<file path="src/rtl/rob_defs.svh">
`ifndef ROB_DEFS_SVH
`define ROB_DEFS_SVH

// number of reorder buffer entries
`define ROB_DEPTH  16

// width of a rob id, log2 of the depth
`define ROB_ID_W   4

// result width carried on the CDB
`define ROB_DATA_W 32

`endif
</file>
<file path="src/rtl/rob_pkg.sv">
`include "rob_defs.svh"

package rob_pkg;

    // index into the reorder buffer
    typedef logic [`ROB_ID_W-1:0] rob_id_t;

    // opcode class of a dispatched instruction
    // five classes need three bits
    typedef enum logic [2:0] {
        ROB_OP_ALU    = 3'd0,
        ROB_OP_MUL    = 3'd1,
        ROB_OP_LOAD   = 3'd2,
        ROB_OP_STORE  = 3'd3,
        ROB_OP_BRANCH = 3'd4
    } rob_op_e;

    ////////////////////////////////////////////////////////////
    // table entries
    ////////////////////////////////////////////////////////////

    // written once at dispatch
    typedef struct packed {
        logic [4:0]  areg;
        logic [31:0] pc;
        logic        w_reg;
        rob_op_e     op;
    } rob_inst_entry_t;

    // written by the CDB when the result arrives
    typedef struct packed {
        logic [`ROB_DATA_W-1:0] data;
        logic                   exc;
    } rob_data_entry_t;

endpackage

</file>
<file path="src/rtl/rob_regfile.sv">
`include "rob_defs.svh"

module rob_regfile #(
    parameter int DATA_W  = 32,
    parameter int R_PORTS = 2
) (
    input  logic                           clk,

    // read side
    input  rob_pkg::rob_id_t [R_PORTS-1:0] raddr_i,
    output logic [R_PORTS-1:0][DATA_W-1:0] rdata_o,

    // write side, two lanes
    input  rob_pkg::rob_id_t [1:0]         waddr_i,
    input  logic [1:0]                     we_i,
    input  logic [1:0][DATA_W-1:0]         wdata_i
);

    logic [DATA_W-1:0] mem_q [`ROB_DEPTH];

    ////////////////////////////////////////////////////////////
    // write
    ////////////////////////////////////////////////////////////

    // lane 1 is applied last and wins on a shared address
    always_ff @(posedge clk) begin
        for (int k = 0; k < 2; k++) begin
            if (we_i[k]) begin
                mem_q[waddr_i[k]] <= wdata_i[k];
            end
        end
    end

    ////////////////////////////////////////////////////////////
    // read
    ////////////////////////////////////////////////////////////

    // async read, same cycle as the address
    always_comb begin
        for (int p = 0; p < R_PORTS; p++) begin
            rdata_o[p] = mem_q[raddr_i[p]];
        end
    end

endmodule

</file>
<file path="config.mk">
export PLATFORM = sky130hd
export DESIGN_NAME = rob_regfile
export DESIGN_NICKNAME = d
export VERILOG_FILES = /design/src/rtl/rob_pkg.sv /design/src/rtl/rob_regfile.sv
export VERILOG_INCLUDE_DIRS = /design/src /design/src/rtl
export SDC_FILE = /design/constraint.sdc
export NUM_CORES = 1
export LEC_CHECK = 0
export BUFFER_PORTS_ARGS = -buffer_cell sky130_fd_sc_hd__buf_2
export CAP_MARGIN = 10
export CORE_UTILIZATION = 56
export CTS_CLUSTER_DIAMETER = 150
export DETAILED_ROUTE_END_ITERATION = 6
export GPL_ROUTABILITY_DRIVEN = 0
export PLACE_DENSITY = 0.77
export SYNTH_ARGS = -nofsm -noshare
export SYNTH_HDL_FRONTEND = slang
export SYNTH_SLANG_ARGS = --single-unit
</file>
<file path="constraint.sdc">
create_clock -name clk -period 4.2 [get_ports clk]
set_input_delay 0.84 -clock clk [delete_from_list [all_inputs] [get_ports clk]]
set_output_delay 0.84 -clock clk [all_outputs]
set_load 0.01 [all_outputs]
</file>
==> impl_metrics.yaml <==
yosys:
  synth.most_common_cell: "edfxtp_1"
  synth-seq-area-share: 0.519
  synth_cells: 1732
  synth_area_leaders: "edfxtp_1 52%, mux4_2 19%, mux2_2 17%"
  synth_edf_count: 512
  synth_top_area_cell: "edfxtp_1"
  mappedNetlistArea_um2: 29600
  synth_seq_cells: 512
  yosysWarnings: 0
  netlist_top_cells_count: "512 x edfxtp_1, 440 x mux2_2, 256 x mux4_2"
  async_reset_ff_frac: 0
  yosys_most_used_dff: "edfxtp_1"
  ys_types: 26
  syn_area_per_cell_um2: 17.1
  synth_top_area_frac: 0.519
  syn_nets: 1815
routing:
  ant_nets: 0
  totalWireLength_um: 85600
  dr.pass1.iters: 6
  wl_per_cell_um: 34.0
  num_vias: 18300
  drc: 0
  via_per_inst: 7.28
  drtIter0Drc: 2481
floorplanning:
  core_area_um2: 51800
  initial_core_util: 0.572
  dieArea_um2: 53800
  core.rowCount: 83
  fp.dieW_um: 232
  ios: 147
  die_y_um: 232
clock_network:
  ctsHoldBuffers: 0
  cts_setup_buffers: 0
  cts_tree: "built"
  htree_levels: 2
  max-clock-path-buffers: 3
  path_clk_slew_ps: 60
  cts_resized: 0
  numClockSinks: 512
  cts-root-buf: "clkbuf_16"
  numCtsBuffers: 52
pwr:
  power_mw: 11.9
  power_density_nw_per_um2: 363
  leakage_nw: 11.0
  peakVddDrop_mv: 0.289
min_path:
  hp-start: "wdata_i[20]"
  hold_class: "input pin to flip-flop"
  holdPathEnd: "mem_q[8][20]"
  min_path_cells: 2
sta:
  period_share: 0.835
  hold_viol: 0
  final-setup-viol-count: 0
  rsz0062_at_grt: "no"
  fmaxAchievable_mhz: 285
  tightestPinTransition_ps: 1110
  slew_viol_final: 0
  hold_ws_ps: 748
  fin_crit_ps: 3510
  setup_tns_ps: 0
  max_slew_margin: 0.260
  setup_slack_ps: 692
critical_path:
  path_class: "input pin to primary output"
  endpoint_kind: "primary output"
  worstPathRequired_ps: 3360
  cp.arrival_ps: 2670
  crit_fanout: 35
  start_kind: "input pin"
grt:
  grt_max_degree: 43
  antenna_found_initial: 6
  grt_usage: 0.322
  grt_pass1_wl_um: 124000
  grt_pass1_vias: 18700
  grt_overflow: 0
placed_design:
  dp_slack_ps: 687
  portBuffers: 146
  hpwlAfterDp_um: 46600
run:
  cap_violations: 0
final_layout:
  area_delta_synth_final_pct: 10.9
  layout-drive-gt1-share: 0.588
  nets: 1881
  largest_reg_flops: 512
outcome:
  status: "complete, no violations"
-- stage by stage --
stage	area, um^2	util	instances
after floorplan	29600	-	1732
after global placement	31300	0.605	2424
after detailed placement	31300	0.605	2424
after CTS	32900	0.634	2515
after global routing	32900	0.634	2515
final	32900	0.634	2517
-- cell families after synthesis --
group           share of synthesized area
flops                               0.519
simple gates                       0.0165
buf+inv                            0.0326
compound gates                     0.0356
mux                                 0.396
-- routing by layer --
metal,wire length (um),global-route usage
met1,31300,0.451
met4,2490,0.0960
met2,40100,0.504
met5,79,0
met3,11700,0.0767
-- layout make-up --
type	instances	area [um^2]
Sequential cell	512	15400
Fill cell	3611	19000
Timing Repair Buffer	216	1470
Multi-Input combinational cell	1016	13600
Tap cell	680	851
Antenna cell	2	5.00
Clock buffer	66	1380
Clock inverter	25	158
-- cells in the final DEF, fill, tap and decap left out, drive strengths merged --
cell    instances
bufinv          2
nand2b          7
mux2          512
o21bai          1
nand2          67
nor2b           5
buf           214
and2            2
mux4          256
clkinv         23
nand3           2
nor2           12
o22ai           9
o21ai           6
diode           2
nand3b          4
clkbuf         68
nor3b           1
or3             2
or2             1
or3b            1
a22oi         128
edfxtp        512
-- worst max-delay path by stage --
| stage | from | to | slack, ps |
|---|---|---|---|
| 2_1_floorplan | waddr_i[3] | mem_q[1][0] | 90 |
| 3_3_place_gp | raddr_i[0] | rdata_o[27] | 690 |
| 3_5_place_dp | raddr_i[0] | rdata_o[27] | 690 |
| 4_1_cts | raddr_i[0] | rdata_o[27] | 690 |
| 5_1_grt | raddr_i[0] | rdata_o[13] | 610 |
| 6_report | raddr_i[0] | rdata_o[27] | 690 |
-- report_power, final --
part	switching, mW	internal, mW	total, mW
Clock	1.94	2.41	4.35
Combinational	0.866	0.778	1.64
Sequential	0.0849	5.85	5.94
-- worst max-delay path, stage by stage --
cell	delay, ps
clkbuf_8	330
buf_12	330
mux4_2	550
a22oi_1	240
nand2_1	170
buf_2	180
No activity file was read; power rests on OpenSTA's default activity.
