### config.mk
export PLATFORM = sky130hd
export DESIGN_NAME = rob_ptr_ctrl_flat
export DESIGN_NICKNAME = d
export VERILOG_FILES = /design/src/rtl/rob_pkg.sv /design/src/rtl/rob_if.sv /design/src/rtl/rob_ptr_ctrl.sv /design/src/flat_wrapper.sv
export VERILOG_INCLUDE_DIRS = /design/src /design/src/rtl
export SDC_FILE = /design/constraint.sdc
export NUM_CORES = 1
export LEC_CHECK = 0
export CORE_ASPECT_RATIO = 1.25
export CORE_MARGIN = 8
export CORE_UTILIZATION = 54
export DETAILED_ROUTE_END_ITERATION = 10
export DONT_BUFFER_PORTS = 1
export GPL_ROUTABILITY_DRIVEN = 0
export PLACE_DENSITY = 0.75
export SLEW_MARGIN = 20
export SYNTH_ARGS = -nofsm -noshare
export SYNTH_HDL_FRONTEND = slang
export SYNTH_SLANG_ARGS = --single-unit
### constraint.sdc
create_clock -name clk -period 3.3 [get_ports clk]
set_input_delay 0.66 -clock clk [delete_from_list [all_inputs] [get_ports clk]]
set_output_delay 0.66 -clock clk [all_outputs]
set_load 0.02 [all_outputs]
### src/rtl/rob_defs.svh
`ifndef ROB_DEFS_SVH
`define ROB_DEFS_SVH

// number of reorder buffer entries
`define ROB_DEPTH  16

// width of a rob id, log2 of the depth
`define ROB_ID_W   4

// result width carried on the CDB
`define ROB_DATA_W 32

`endif
### src/rtl/rob_pkg.sv
`include "rob_defs.svh"

package rob_pkg;

    // index into the reorder buffer
    typedef logic [`ROB_ID_W-1:0] rob_id_t;

    // opcode class of a dispatched instruction
    // five classes need three bits
    typedef enum logic [2:0] {
        ROB_OP_ALU    = 3'd0,
        ROB_OP_MUL    = 3'd1,
        ROB_OP_LOAD   = 3'd2,
        ROB_OP_STORE  = 3'd3,
        ROB_OP_BRANCH = 3'd4
    } rob_op_e;

    ////////////////////////////////////////////////////////////
    // table entries
    ////////////////////////////////////////////////////////////

    // written once at dispatch
    typedef struct packed {
        logic [4:0]  areg;
        logic [31:0] pc;
        logic        w_reg;
        rob_op_e     op;
    } rob_inst_entry_t;

    // written by the CDB when the result arrives
    typedef struct packed {
        logic [`ROB_DATA_W-1:0] data;
        logic                   exc;
    } rob_data_entry_t;

endpackage

### src/rtl/rob_if.sv
interface rob_if;

    // the two oldest entries
    rob_pkg::rob_id_t tail0;
    rob_pkg::rob_id_t tail1;

    // complete flags read at tail0 and tail1
    logic [1:0] tail_done;

    // retire handshake
    logic [1:0] commit_valid;
    logic [1:0] commit_req;

    // pointer control side
    modport ctrl (
        output tail0,
        output tail1,
        output commit_valid,
        input  tail_done,
        input  commit_req
    );

    // completion table side
    modport tbl (
        input  tail0,
        input  tail1,
        output tail_done
    );

endinterface

### src/rtl/rob_ptr_ctrl.sv
`include "rob_defs.svh"

module rob_ptr_ctrl (
    input  logic                   clk,
    input  logic                   rst_i,
    input  logic                   flush_i,

    // dispatch handshake
    input  logic [1:0]             disp_valid_i,
    output logic                   disp_ready_o,
    output rob_pkg::rob_id_t [1:0] disp_id_o,
    output logic [1:0]             disp_we_o,

    rob_if.ctrl                    cmt
);

    localparam int ID_W  = `ROB_ID_W;
    localparam int CNT_W = `ROB_ID_W + 1;
    // at least two free entries
    localparam logic [CNT_W-1:0] READY_MAX = CNT_W'(`ROB_DEPTH - 2);

    rob_pkg::rob_id_t head_q;
    rob_pkg::rob_id_t tail_q;
    logic [CNT_W-1:0] count_q;
    logic [1:0]       cmt_fire;
    logic [1:0]       n_disp;
    logic [1:0]       n_cmt;

    ////////////////////////////////////////////////////////////
    // allocation at the head
    ////////////////////////////////////////////////////////////

    assign disp_ready_o = (count_q <= READY_MAX);
    assign disp_we_o    = disp_valid_i & {2{disp_ready_o}};

    // lane 1 takes the next id only when lane 0 is used
    assign disp_id_o[0] = head_q;
    assign disp_id_o[1] = head_q + ID_W'(disp_valid_i[0]);

    assign n_disp = {1'b0, disp_we_o[0]} + {1'b0, disp_we_o[1]};

    ////////////////////////////////////////////////////////////
    // retire at the tail
    ////////////////////////////////////////////////////////////

    assign cmt.tail0 = tail_q;
    assign cmt.tail1 = tail_q + ID_W'(1);

    // stale complete bits beyond the count are masked
    assign cmt.commit_valid[0] = cmt.tail_done[0] & (count_q > CNT_W'(0));
    // program order, lane 1 is valid only behind a valid lane 0
    assign cmt.commit_valid[1] = cmt.tail_done[1] & (count_q > CNT_W'(1))
                                 & cmt.commit_valid[0];

    // lane 1 only retires behind lane 0
    assign cmt_fire[0] = cmt.commit_req[0] & cmt.commit_valid[0];
    assign cmt_fire[1] = cmt.commit_req[1] & cmt.commit_valid[1] & cmt_fire[0];

    assign n_cmt = {1'b0, cmt_fire[0]} + {1'b0, cmt_fire[1]};

    always_ff @(posedge clk) begin
        if (rst_i || flush_i) begin
            head_q  <= '0;
            tail_q  <= '0;
            count_q <= '0;
        end else begin
            head_q  <= head_q + ID_W'(n_disp);
            tail_q  <= tail_q + ID_W'(n_cmt);
            count_q <= count_q + CNT_W'(n_disp) - CNT_W'(n_cmt);
        end
    end

endmodule

### src/flat_wrapper.sv
// flat-port wrapper written by rule: the top's interface ports become plain ports
module rob_ptr_ctrl_flat 
  (clk, rst_i, flush_i, disp_valid_i, disp_ready_o, disp_id_o, disp_we_o, cmt_tail0, cmt_tail1, cmt_commit_valid, cmt_tail_done, cmt_commit_req);
  rob_if cmt_i ();
  input  logic clk;
  input  logic rst_i;
  input  logic flush_i;
  input  logic [1:0] disp_valid_i;
  output logic disp_ready_o;
  output rob_pkg::rob_id_t [1:0] disp_id_o;
  output logic [1:0] disp_we_o;
  output wire logic [$bits(cmt_i.tail0)-1:0] cmt_tail0;
  output wire logic [$bits(cmt_i.tail1)-1:0] cmt_tail1;
  output wire logic [$bits(cmt_i.commit_valid)-1:0] cmt_commit_valid;
  input wire logic [$bits(cmt_i.tail_done)-1:0] cmt_tail_done;
  input wire logic [$bits(cmt_i.commit_req)-1:0] cmt_commit_req;
  assign cmt_tail0 = cmt_i.tail0;
  assign cmt_tail1 = cmt_i.tail1;
  assign cmt_commit_valid = cmt_i.commit_valid;
  assign cmt_i.tail_done = cmt_tail_done;
  assign cmt_i.commit_req = cmt_commit_req;
  rob_ptr_ctrl u_core (.clk(clk), .rst_i(rst_i), .flush_i(flush_i), .disp_valid_i(disp_valid_i), .disp_ready_o(disp_ready_o), .disp_id_o(disp_id_o), .disp_we_o(disp_we_o), .cmt(cmt_i));
endmodule
==> reports/summary.txt <==
Post-DP HPWL: 1.652 mm
Num rows: 17
Arrival time at the worst endpoint: 3.23 ns
Clk pin slew, worst setup/hold paths: 0.08 ns
Worst path required time: 3.51 ns
Final setup fails: 0
Synth cell types: 28
Crit share post-route: 91.61%
Synth top area share: 26.98%
Status: finished clean
Post-CTS Setup Repair Bufs: 0
Placed inst area: 1015 sq um
Final slew viol count: 0
Worst vdd ir: 0.3860 mV
Mapped Area: 964.7 sq um
Internal Power: 0.4054 mW
Overall via count from detail_route: 759
WS Path Type: register to register
Final wirelength: 1.922 mm
Power Dens Cells: 669.9 nW/um^2
Clk sinks: 13
DR WL/cell: 14.78 um
Vias per cell: 5.838
Syn avg cell area: 9.276 sq um
RSZ-0062 raised after global routing: false
Endpoint type of the worst setup path: register
# fillers: 158
Fmax: 330.8 MHz
Design Area, Final: 1041 sq um
Die Span X: 53.81 um
Post-synth EDFFs: 0
Layout area overhead: 7.912%
Ranking of synthesized cells by area: dfxtp_1, ha_1, fa_1
Share of post-route cells with drive strength above 1: 9.009%
FF+latch count, synth: 13
DRC: 0
Worst Setup Start Kind: register
Worst path cell trace: inv_1 -> ha_1 -> nor3b_1 -> a211oi_1 -> buf_4 -> a21boi_0 -> ha_1 -> inv_1 -> ha_1 -> inv_1 -> fa_1 -> nand2b_1 -> a21oi_1 -> mux2i_1
Clock power share: 14.3%
Overall routing resource usage: 12.21%
Vias in the first global route: 840
Post-cts sizing count: 0
Yosys warnings: 0
Core area: 1723 sq um
Syn Inst Count: 104
Relative slew slack: 68.02%
Sequential share of power: 31.7%
Slowest cell delay on critical path: 0.44 ns
CP max FO: 5
Seq/Total Area, Yosys: 26.98%
Share of total power in combinational logic: 54.0%
Hold-fix buffer count after cts: 0
Final min period: 3.023 ns
Async SR Flop Fraction: 0%
Leakage power: 0.4820 nW
Seq. cell area: 260.3 sq um
GRT overflow: 0
Max Cap Viol: 0
I/O pin total: 30
Clock buffer count from CTS: 3
CTS tree: built
Ant diodes: 0
Most instantiated cells after synthesis: ha_1, inv_1, dfxtp_1
Starting Density: 55.99%
Synth Flop Type: dfxtp_1
Post-Route Setup TNS: 0 ns
Iter 0 DRT Violations: 9
Actual slew at the worst max-slew pin: 0.4763 ns
Hold Crit Class: input port to register
Layout net count: 143
CTS max path bufs: 2
First-pass GRT wire length: 3.312 mm
Largest net degree at the start of global routing: 8
Final setup skew: 0.006141 ns
Clk_lat worst skew: 0.28 ns
Initial antenna violation count: 0
Die height: 63.26 um
Die area: 3403 sq um
CTS H-tree lvls: 1
Clk root buf: clkbuf_4
Final antenna-violating net count: 0
Port Buffers: 0
Post-synth top area cell: dfxtp_1
P_sw: 0.2920 mW
Count leader, synth: ha_1
Net Sw Frac: 41.87%
Syn nets: 135
Final hold viol count: 0
Max stage delay cell, worst path: dfxtp_1
Iteration count of the initial detailed-routing pass: 4
Footprint of the multi-input gates: 648.1 sq um
kinds of logic after synthesis:
logic type               after synthesis  synth area share, %
AND/OR/NAND/NOR                       32                18.94
adder cells (fa/ha/maj)               22                31.65
buffers and inverters                 15                5.836
AO/OA/AOI/OAI                         13                8.173
flip-flops                            13                26.98
XOR/XNOR                               7                6.356
multiplexers                           2                2.075
worst paths after layout:
| check | start | to | slack [ns] | cells after the start |
|---|---|---|---|---|
| worst max-delay path | u_core.count_q[2] | u_core.count_q[4] | 0.28 | 14 |
| worst min-delay path | rst_i | u_core.count_q[3] | 0.56 | 2 |
| worst max register to register | u_core.count_q[2] | u_core.count_q[4] | 0.28 | 14 |
| worst min register to register | u_core.cmt.tail0[3] | u_core.cmt.tail0[3] | 0.63 | 2 |
through the flow:
stage | power [mW] | std cells | util (%) | hold WS, ns | worst slack [ns]
2_1_floorplan | 0.5162 | 104 | - | 0.5813 | 0.1097
3_3_place_gp | 0.5827 | 126 | 58.90 | 0.6028 | 0.4254
3_5_place_dp | 0.6056 | 126 | 58.90 | 0.6334 | 0.2794
4_1_cts | 0.7049 | 130 | 60.42 | 0.5628 | 0.2584
5_1_grt | 0.7621 | 130 | 60.42 | 0.5786 | 0.04387
6_report | 0.6974 | 130 | 60.42 | 0.5627 | 0.2770
state kept, by name, indices dropped and copies added (netlist names):
register          cells
u_core.head_q         4
u_core.count_q        5
u_core.cmt.tail0      4
worst max-delay path, delay by kind of cell (launching register included):
kind	cells	cell delay, ns
buffers and inverters	4	0.44
muxes	1	0.20
AOI/OAI and AO/OA	3	0.53
and+or+nand+nor	2	0.29
adders and majority gates	4	1.07
DFF	1	0.44
power by group through the flow:
stage	clock [mW]	sequential (mW)	combinational, mW
after floorplan	0	0.216	0.300
after global placement	0	0.223	0.359
after detailed placement	0	0.225	0.381
after CTS	0.101	0.221	0.383
after global routing	0.107	0.226	0.429
final	0.0998	0.221	0.377
area by class of cell:
class / instances / area share (%)
clock buffer: 4 / 2.524
multi-input combinational: 76 / 62.26
timing repair buffer: 4 / 2.885
inverter: 14 / 5.048
sequential: 13 / 25.00
tap: 19 / 2.284
cell usage in the layout, fill, tap and decap left out, drive strengths merged, types with 2 or more instances in the layout:
| master | n |
|---|---|
| a21oi | 6 |
| and2 | 7 |
| and3 | 2 |
| buf | 4 |
| clkbuf | 4 |
| dfxtp | 13 |
| fa | 4 |
| ha | 18 |
| inv | 14 |
| mux2i | 2 |
| nand2 | 3 |
| nand2b | 2 |
| nand3 | 3 |
| nor2 | 7 |
| o21ai | 2 |
| or3 | 4 |
| xnor2 | 3 |
| xor2 | 4 |
routing by layer:
layer	routed length (um)	global-route usage, %	vias up
met1	726	12.38	375
met3	141	3.052	5
met5	0	0	-
met4	31	4.747	0
li1	-	-	358
met2	1023	22.09	21
(Power assumes the default switching activity.)
