--- src/rtl/rob_defs.svh ---
`ifndef ROB_DEFS_SVH
`define ROB_DEFS_SVH

// number of reorder buffer entries
`define ROB_DEPTH  16

// width of a rob id, log2 of the depth
`define ROB_ID_W   4

// result width carried on the CDB
`define ROB_DATA_W 32

`endif
--- src/rtl/rob_pkg.sv ---
`include "rob_defs.svh"

package rob_pkg;

    // index into the reorder buffer
    typedef logic [`ROB_ID_W-1:0] rob_id_t;

    // opcode class of a dispatched instruction
    // five classes need three bits
    typedef enum logic [2:0] {
        ROB_OP_ALU    = 3'd0,
        ROB_OP_MUL    = 3'd1,
        ROB_OP_LOAD   = 3'd2,
        ROB_OP_STORE  = 3'd3,
        ROB_OP_BRANCH = 3'd4
    } rob_op_e;

    ////////////////////////////////////////////////////////////
    // table entries
    ////////////////////////////////////////////////////////////

    // written once at dispatch
    typedef struct packed {
        logic [4:0]  areg;
        logic [31:0] pc;
        logic        w_reg;
        rob_op_e     op;
    } rob_inst_entry_t;

    // written by the CDB when the result arrives
    typedef struct packed {
        logic [`ROB_DATA_W-1:0] data;
        logic                   exc;
    } rob_data_entry_t;

endpackage

--- src/rtl/rob_if.sv ---
interface rob_if;

    // the two oldest entries
    rob_pkg::rob_id_t tail0;
    rob_pkg::rob_id_t tail1;

    // complete flags read at tail0 and tail1
    logic [1:0] tail_done;

    // retire handshake
    logic [1:0] commit_valid;
    logic [1:0] commit_req;

    // pointer control side
    modport ctrl (
        output tail0,
        output tail1,
        output commit_valid,
        input  tail_done,
        input  commit_req
    );

    // completion table side
    modport tbl (
        input  tail0,
        input  tail1,
        output tail_done
    );

endinterface

--- src/rtl/rob_complete_table.sv ---
`include "rob_defs.svh"

module rob_complete_table (
    input  logic                   clk,
    input  logic                   rst_i,
    input  logic                   flush_i,

    // dispatch writes
    input  logic [1:0]             disp_we_i,
    input  rob_pkg::rob_id_t [1:0] disp_id_i,

    // CDB writes
    input  logic [1:0]             cdb_we_i,
    input  rob_pkg::rob_id_t [1:0] cdb_id_i,

    // operand forwarding lookups
    input  rob_pkg::rob_id_t [3:0] src_id_i,
    output logic [3:0]             src_done_o,

    rob_if.tbl                     cmt
);

    // one bank per writer, complete = disp ^ cdb
    logic [`ROB_DEPTH-1:0] disp_bank_q;
    logic [`ROB_DEPTH-1:0] cdb_bank_q;
    logic [`ROB_DEPTH-1:0] done;

    assign done = disp_bank_q ^ cdb_bank_q;

    ////////////////////////////////////////////////////////////
    // bank updates
    ////////////////////////////////////////////////////////////

    // dispatch copies the cdb bit, entry becomes pending
    always_ff @(posedge clk) begin
        if (rst_i || flush_i) begin
            disp_bank_q <= '0;
        end else begin
            for (int k = 0; k < 2; k++) begin
                if (disp_we_i[k]) begin
                    disp_bank_q[disp_id_i[k]] <= cdb_bank_q[disp_id_i[k]];
                end
            end
        end
    end

    // cdb takes the inverse of the dispatch bit, entry becomes complete
    always_ff @(posedge clk) begin
        if (rst_i || flush_i) begin
            cdb_bank_q <= '0;
        end else begin
            for (int k = 0; k < 2; k++) begin
                if (cdb_we_i[k]) begin
                    cdb_bank_q[cdb_id_i[k]] <= ~disp_bank_q[cdb_id_i[k]];
                end
            end
        end
    end

    ////////////////////////////////////////////////////////////
    // lookups
    ////////////////////////////////////////////////////////////

    always_comb begin
        for (int s = 0; s < 4; s++) begin
            src_done_o[s] = done[src_id_i[s]];
        end
    end

    assign cmt.tail_done[0] = done[cmt.tail0];
    assign cmt.tail_done[1] = done[cmt.tail1];

endmodule

--- src/flat_wrapper.sv ---
// flat-port wrapper written by rule: the top's interface ports become plain ports
module rob_complete_table_flat 
  (clk, rst_i, flush_i, disp_we_i, disp_id_i, cdb_we_i, cdb_id_i, src_id_i, src_done_o, cmt_tail0, cmt_tail1, cmt_tail_done);
  rob_if cmt_i ();
  input  logic clk;
  input  logic rst_i;
  input  logic flush_i;
  input  logic [1:0] disp_we_i;
  input  rob_pkg::rob_id_t [1:0] disp_id_i;
  input  logic [1:0] cdb_we_i;
  input  rob_pkg::rob_id_t [1:0] cdb_id_i;
  input  rob_pkg::rob_id_t [3:0] src_id_i;
  output logic [3:0] src_done_o;
  input wire logic [$bits(cmt_i.tail0)-1:0] cmt_tail0;
  input wire logic [$bits(cmt_i.tail1)-1:0] cmt_tail1;
  output wire logic [$bits(cmt_i.tail_done)-1:0] cmt_tail_done;
  assign cmt_i.tail0 = cmt_tail0;
  assign cmt_i.tail1 = cmt_tail1;
  assign cmt_tail_done = cmt_i.tail_done;
  rob_complete_table u_core (.clk(clk), .rst_i(rst_i), .flush_i(flush_i), .disp_we_i(disp_we_i), .disp_id_i(disp_id_i), .cdb_we_i(cdb_we_i), .cdb_id_i(cdb_id_i), .src_id_i(src_id_i), .src_done_o(src_done_o), .cmt(cmt_i));
endmodule
--- config.mk ---
export PLATFORM = sky130hd
export DESIGN_NAME = rob_complete_table_flat
export DESIGN_NICKNAME = d
export VERILOG_FILES = /design/src/rtl/rob_pkg.sv /design/src/rtl/rob_if.sv /design/src/rtl/rob_complete_table.sv /design/src/flat_wrapper.sv
export VERILOG_INCLUDE_DIRS = /design/src /design/src/rtl
export SDC_FILE = /design/constraint.sdc
export NUM_CORES = 1
export LEC_CHECK = 0
export BUFFER_PORTS_ARGS = -buffer_cell sky130_fd_sc_hd__buf_2
export CAP_MARGIN = 30
export CORE_MARGIN = 2
export CORE_UTILIZATION = 40
export CTS_CLUSTER_SIZE = 28
export DETAILED_ROUTE_END_ITERATION = 10
export GPL_TIMING_DRIVEN = 1
export PLACE_DENSITY_LB_ADDON = 0.1
export SYNTH_ARGS = -nofsm -noshare
export SYNTH_HDL_FRONTEND = slang
export SYNTH_SLANG_ARGS = --single-unit
--- constraint.sdc ---
create_clock -name clk -period 1.5 [get_ports clk]
set_input_delay 0.15 -clock clk [delete_from_list [all_inputs] [get_ports clk]]
set_output_delay 0.15 -clock clk [all_outputs]
set_load 0.01 [all_outputs]
==> run metrics, run 1 <==
status=complete, but fails checks; failing checks=setup timing; Initial Util=0.418; drt total wl=11.2 mm; Period minus WS final=1.96 ns; CTS tree=built; pin count of the biggest net entering global routing=27; All-Layer GR Usage=0.260; Slew Viols, Final=0; Worst setup SP type=flip-flop; Comb pwr share=0.301; final number of hold-violating endpoints=0; CTS Sinks=32; Power per Cell Area=529 nW/um^2; Final nets=548; Crit. End Element=primary output; DIE AREA=8420 um^2; Hold WS=0.228 ns; NetSw=0.000731 W; total gr overflow=0; 1st-iter DRT viols=370; RR Endpoint=u_core.disp_bank_q[0]$_SDFF_PP0_; # diodes=0; Post-DRT Antenna Nets=0; top_reg_cell synth=dfxtp_1; P_leak=1.71 nW; vias in the first global route=3344; maximum VDD drop=402 uV; Avg Vias per Cell=6.03; EDFF count, synth=0; Sw Ratio=0.324; Finished Core Util=0.579; Pre-antenna DRT Iters=5; setup ws final=-0.464 ns; Avg Cell Area, Syn=7.78 um^2; Synth Instances=396; sequential power share=0.387; Critical R2R Launch=u_core.cdb_bank_q[1]$_SDFF_PP0_; Rel. slew slack=0.618; vias=3626; hold wc startpoint=cdb_id_i[6]; fillers=711; drt drc=0; Clock Path Buffers=2; first-pass GRT wire length=17.4 mm; mapped cell area=3080 um^2; WP data required=1.35 ns; RePlAce Congestion=0.905; Die Y=91.8 um; Worst Clk Skew=0.0106 ns; max cap viols=0; I/O pin count=53; Post-Syn Nets=443; most common cell after layout, fill and taps aside=buf_4; Clock power frac=0.311; Critical Path Fanout Max=6; Min-Delay Path Depth=4; most frequent cells in the layout=59 x buf_4, 52 x buf_2, 47 x nand2_1, 47 x mux2i_1, 33 x nor2_1; Worst Hold End=u_core.cdb_bank_q[1]$_SDFF_PP0_; Final period util=1.31; layout cells sized above 1=0.367; unrepaired setup endpoints after global routing=true; register bit count reported by yosys=32; CTS root buf=clkbuf_8; Clk pin slew, worst setup/hold paths=0.07 ns; crit path kind=reg -> out; CTS HTree Levels=2; HPWL Detailed=8.61 mm; r2r worst-path depth=4; Skew-Pair Late Insertion Delay=0.29 ns; arrival time worst endpoint=1.81 ns; fraction of registers with async set/reset=0; final-report setup violation count=6; Area Growth Syn to Fin=38.4%; core area=7370 um^2; initial antenna violation count=0; Unique masters post-synth=39; slew at the pin closest to its max-slew limit=0.559 ns; internal power=0.00152 W; Fmax achieved=0.509 GHz; Fin Setup TNS=-2.64 ns; Die W=91.8 um; wire per inst=18.6 um; Core Rows=31; HP Class=in -> reg; R2R setup slack=0.08 ns; Ys Warns=0; CTS buffer count=5; Seq/Total Area, Yosys=0.208; I/O Buffers=52
-- cell families after synthesis --
family / synth area share
flops: 0.208
simple gates: 0.320
buf+inv: 0.0305
compound gates: 0.210
mux: 0.182
xor+xnor: 0.0504
-- final cells by class --
type,instances,area [um^2],area share
Clock buffer,6,82.6,0.0194
Multi-Input combinational cell,343,2650,0.621
Sequential cell,32,652,0.153
Tap cell,99,124,0.0290
Timing Repair Buffer,112,723,0.170
Inverter,7,26.3,0.00616
Clock inverter,2,10.0,0.00235
-- power by group through the flow --
| stage | clock (W) | sequential [W] | combinational (W) |
|---|---|---|---|
| finish | 0.000702 | 0.000873 | 0.000679 |
| global route | 0.000747 | 0.000874 | 0.000731 |
| CTS | 0.000712 | 0.000871 | 0.000635 |
| detailed placement | 0 | 0.000887 | 0.000613 |
| global placement | 0 | 0.000887 | 0.000607 |
| floorplan | 0 | 0.000889 | 0.000359 |
-- per-stage QoR --
stage | instances | area [um^2] | power, W | setup slack (ns)
after floorplan | 396 | 3080 | 0.00125 | 0.0204
final | 601 | 4260 | 0.00225 | -0.464
after global routing | 601 | 4260 | 0.00235 | -0.529
after CTS | 601 | 4120 | 0.00222 | -0.447
after global placement | 594 | 3870 | 0.00149 | -0.217
after detailed placement | 594 | 3870 | 0.00150 | -0.231
-- cells in the mapped netlist, types with 5 or more instances --
library cell | instances | share of area
nand3_1 | 11 | 0.018
mux2i_1 | 47 | 0.15
mux2_2 | 8 | 0.029
nor2b_1 | 7 | 0.014
nand2_1 | 47 | 0.057
or4_1 | 6 | 0.015
o41ai_1 | 6 | 0.017
nor2_1 | 33 | 0.040
nor3_1 | 11 | 0.018
nor4_1 | 12 | 0.024
nand2b_1 | 20 | 0.041
o22ai_1 | 48 | 0.097
buf_2 | 6 | 0.0097
or2_1 | 5 | 0.010
clkbuf_1 | 5 | 0.0061
xor2_1 | 14 | 0.040
a21oi_1 | 6 | 0.0097
nor4b_1 | 8 | 0.023
inv_1 | 6 | 0.0073
dfxtp_1 | 32 | 0.21
a221oi_1 | 24 | 0.068
-- worst max-delay path, stage by stage (launching register included) --
cell and delay [ns]:
dfxtp_2 0.32, xor2_1 0.15, buf_4 0.18, o22ai_1 0.18
nor4_1 0.06, or4_1 0.49, buf_2 0.16
-- per-layer routing --
layer  vias to the layer above  GRT usage  wire length (um)
met5                         -          0                 0
met2                       188      0.382              4970
met3                        13     0.0452               883
met4                         0     0.0697               166
li1                       1730          -                 -
met1                      1695      0.391              5180
-- flip-flops by register name (all words and copies together), names as in the netlist --
signal	count
u_core.cdb_bank_q	16
u_core.disp_bank_q	16
-- worst max-delay path by stage --
stage / from / to / cells after the start
finish: u_core.cdb_bank_q[8]$_SDFF_PP0_ / src_done_o[3] / 6
CTS: u_core.cdb_bank_q[8]$_SDFF_PP0_ / src_done_o[3] / 6
detailed placement: u_core.cdb_bank_q[3]$_SDFF_PP0_ / src_done_o[3] / 5
floorplan: u_core.cdb_bank_q[2]$_SDFF_PP0_ / cmt_tail_done[0] / 4
global placement: u_core.disp_bank_q[3]$_SDFF_PP0_ / cmt_tail_done[1] / 5
global route: u_core.cdb_bank_q[3]$_SDFF_PP0_ / src_done_o[0] / 5
-- what timing repair did --
item | in CTS | in global routing
pin swaps | 24 | 3
resized for setup | 28 | 21
setup endpoints to repair | 6 | 7
setup buffers | 0 | 0
hold buffers | 0 | 0
Power figures use the tool's default switching activity.
==> run 2: changes to the inputs <==
--- a/config.mk
+++ b/config.mk
@@ -6,11 +6,11 @@
 export SDC_FILE = /design/constraint.sdc
 export NUM_CORES = 1
 export LEC_CHECK = 0
+export ABC_AREA = 1
 export BUFFER_PORTS_ARGS = -buffer_cell sky130_fd_sc_hd__buf_2
 export CAP_MARGIN = 30
 export CORE_MARGIN = 2
 export CORE_UTILIZATION = 40
-export CTS_CLUSTER_SIZE = 28
 export DETAILED_ROUTE_END_ITERATION = 10
 export GPL_TIMING_DRIVEN = 1
 export PLACE_DENSITY_LB_ADDON = 0.1
==> run 2 against run 1 <==
  * The run still ends with setup timing left
  * Wire length rose by 27%
  * Design area rose by 23%
  * Critical path depth grew 3
  * Clock skew decreased by 0.0039 ns
  * Via count increased by 39%
  * First-iteration DRC count shrank 18%
  * Worst hold slack better by 0.14 ns
  * Area after synthesis up 26%
  * Global-route usage rose by 1.1 points
  * Die area up 25%
  * Critical endpoint is now src_done_o[0]
==> run metrics, run 2 <==
status=complete, but fails checks; failing checks=setup timing; CP max stage cell=dfxtp_2; CTS root buf=clkbuf_8; Crit. Startpoint=u_core.disp_bank_q[7]$_SDFF_PP0_; Final nets=883 (+61%); Synth Instances=757 (+91%); Avg Vias per Cell=5.21 (-14%); fillers=964 (+36%); Initial Util=0.416 (-0.00177); Seq/Total Area, Yosys=0.165 (-0.0430); Skew-Pair Late Insertion Delay=0.29 ns (about the same); total gr overflow=0 (unchanged); Crit. End Element=primary output; mapped cell area=3880 um^2 (+26%); NetSw=0.000913 W (+25%); Yosys top cell area share=0.243 (+0.0347); # diodes=0 (unchanged); All-Layer GR Usage=0.272 (+0.0112); Core Rows=35 (+13%); Critical R2R Launch=u_core.cdb_bank_q[11]$_SDFF_PP0_; max cap viols=0 (unchanged); vias=5030 (+39%); count leader, synth=nand2_1; max incr delay on CP=0.35 ns (-0.14 ns); WP data required=1.35 ns (about the same); Clock power frac=0.360 (+0.049); register bit count reported by yosys=32 (unchanged); Power per Cell Area=507 nW/um^2 (-4.0%); crit path to=src_done_o[0]; most common cell after layout, fill and taps aside=nand2_1; Die W=103 um (+12%); CTS Sinks=32 (unchanged); most frequent cells in the layout=243 x nand2_1, 144 x nor2_1, 88 x inv_1; drt total wl=14.2 mm (+27%); Comb pwr share=0.320 (+0.019); internal power=0.00174 W (+14%); area leader, netlist=nand2_1; I/O Buffers=52 (unchanged); Post-Syn Nets=804 (+81%); Pre-antenna DRT Iters=5 (unchanged); Post-DRT Antenna Nets=0 (unchanged); worst slack, placed=-0.168 ns (+0.0636 ns); biggest regs=u_core.cdb_bank_q x16, u_core.disp_bank_q x16; Area Growth Syn to Fin=34.6%; DIE AREA=10500 um^2 (+25%); sequential power share=0.319 (-0.068); final-report setup violation count=28 (+22); first-pass GRT wire length=22.2 mm (+27%); Period minus WS final=1.72 ns (-0.247 ns); top_reg_cell synth=dfxtp_1; synth top area cells=nand2_1 24%, nor2_1 17%, dfxtp_1 17%; drt drc=0 (unchanged); fraction of registers with async set/reset=0 (unchanged); pin count of the biggest net entering global routing=33 (+22%); CTS buffer count=5 (unchanged); maximum VDD drop=377 uV (-6.1%); Critical Path Fanout Max=6 (unchanged); HP Class=in -> reg; Avg Cell Area, Syn=5.13 um^2 (-34%); RePlAce Congestion=0.964 (+6.5%); Finished Core Util=0.560 (-0.0183); Fmax achieved=0.582 GHz (+14%); arrival time worst endpoint=1.57 ns (-0.24 ns); core area=9330 um^2 (+27%); Synth top cells by count=251 x nand2_1, 179 x nor2_1, 93 x inv_1; layout cells sized above 1=0.249 (-0.118); Hold Buf Count CTS=0 (unchanged); R2R setup slack=-0.12 ns (-0.20 ns); Slew Viols, Final=0 (unchanged); P_leak=2.30 nW (+35%); HPWL Detailed=10.5 mm (+22%); CTS tree=built; Unique masters post-synth=21 (-46%); Worst Clk Skew=0.00667 ns (-0.00390 ns); final number of hold-violating endpoints=0 (unchanged); Final period util=1.15 (-0.165); worst-path cell chain=buf_6, xnor2_2, buf_6, nand2_1, o211ai_1, nand3_1, nand3b_1, nand2_1, buf_2; vias in the first global route=4463 (+33%); Rel. slew slack=0.729 (+0.111); CTS HTree Levels=2 (unchanged); slew at the pin closest to its max-slew limit=0.406 ns (-0.153 ns); Clock Path Buffers=2 (unchanged); wire per inst=14.7 um (-21%); Clk pin slew, worst setup/hold paths=0.08 ns (about the same); EDFF count, synth=0 (unchanged); Ys Warns=0 (unchanged); Die Y=103 um (+12%); Worst setup SP type=flip-flop; 1st-iter DRT viols=305 (-18%); Sw Ratio=0.344 (+0.0198); I/O pin count=53 (unchanged); setup ws final=-0.218 ns (+0.247 ns); unrepaired setup endpoints after global routing=true; initial antenna violation count=0 (unchanged); RR Endpoint=u_core.disp_bank_q[11]$_SDFF_PP0_; crit path kind=reg -> out; r2r worst-path depth=12 (+8)
run 2: cell types whose count changed in the layout (fill, tap and decap cells not counted), moves of 17 or more:
cell / previous run / this run
a221oi_1: 23 / 0
buf_4: 59 / 25
dfxtp_1: 23 / 1
dfxtp_4: 0 / 19
inv_1: 6 / 88
mux2i_1: 47 / 0
nand2_1: 47 / 243
nand2b_1: 20 / 0
nand3_1: 11 / 54
nor2_1: 33 / 144
nor2_2: 1 / 22
nor2_4: 0 / 17
o211ai_1: 0 / 48
o22ai_2: 21 / 0
run 2: worst min path at each step:
stage	from	to	slack [ns]	cells past startpoint
2_1_floorplan	rst_i	u_core.cdb_bank_q[11]$_SDFF_PP0_	0.34	3
3_3_place_gp	u_core.cdb_bank_q[5]$_SDFF_PP0_	u_core.cdb_bank_q[5]$_SDFF_PP0_	0.62	4
3_5_place_dp	src_id_i[7]	src_done_o[1]	0.62	4
4_1_cts	rst_i	u_core.cdb_bank_q[12]$_SDFF_PP0_	0.38	5
5_1_grt	rst_i	u_core.cdb_bank_q[14]$_SDFF_PP0_	0.41	5
6_report	rst_i	u_core.cdb_bank_q[11]$_SDFF_PP0_	0.37	5
run 2: layer usage:
| metal | track usage | routed length, um | up-vias |
|---|---|---|---|
| met3 | 0.0332 | 948 | 28 |
| li1 | - | - | 2550 |
| met5 | 0 | 0 | - |
| met1 | 0.370 | 6270 | 2258 |
| met2 | 0.454 | 6660 | 194 |
| met4 | 0.0749 | 327 | 0 |
run 2: final cells by class:
cell class	instances	area (um^2)	share of cell area
Multi-Input combinational cell	605	3120	0.598
Sequential cell	32	727	0.139
Clock buffer	7	96.3	0.0184
Inverter	96	363	0.0694
Tap cell	129	161	0.0309
Timing Repair Buffer	96	724	0.139
Clock inverter	1	30.0	0.00575
run 2: stage by stage:
stage,cells,hold WS [ns],power (W),TNS (ns),instance area [um^2]
2_1_floorplan,757,0.342,0.00138,0,3880
3_3_place_gp,951,0.617,0.00164,-1.85,4500
3_5_place_dp,951,0.624,0.00165,-1.63,4500
4_1_cts,963,0.377,0.00262,-1.05,4940
5_1_grt,966,0.410,0.00279,-4.84,5230
6_report,966,0.369,0.00265,-2.09,5230
run 2: power groups by stage:
stage,Clock [W],Combinational [W],Sequential [W]
after detailed placement,0,0.000766,0.000889
after floorplan,0,0.000490,0.000885
after global placement,0,0.000755,0.000889
after global routing,0.00100,0.000939,0.000847
after CTS,0.000972,0.000783,0.000865
final,0.000956,0.000850,0.000847
run 2: critical path: cells and delay by family, from the launching register on:
kind | cells | cell delay (ns)
buffers and inverters | 3 | 0.42
AOI/OAI and AO/OA | 1 | 0.09
and+or+nand+nor | 4 | 0.30
DFF | 1 | 0.35
xor gates and xnor gates | 1 | 0.12
run 2: cells by family (layout without fill, tap and decap cells):
kind of cell | after synthesis | after routing | synth area share
simple gates | 499 | 499 | 0.517
buf+inv | 120 | 200 | 0.128
compound gates | 90 | 90 | 0.154
xor+xnor | 16 | 16 | 0.0361
flops | 32 | 32 | 0.165
run 2: repair_timing:
item,in CTS,in global routing
setup endpoints to repair,35,38
setup buffers,6,2
cloned,0,2
gates resized for setup,70,79
pin swaps,21,53
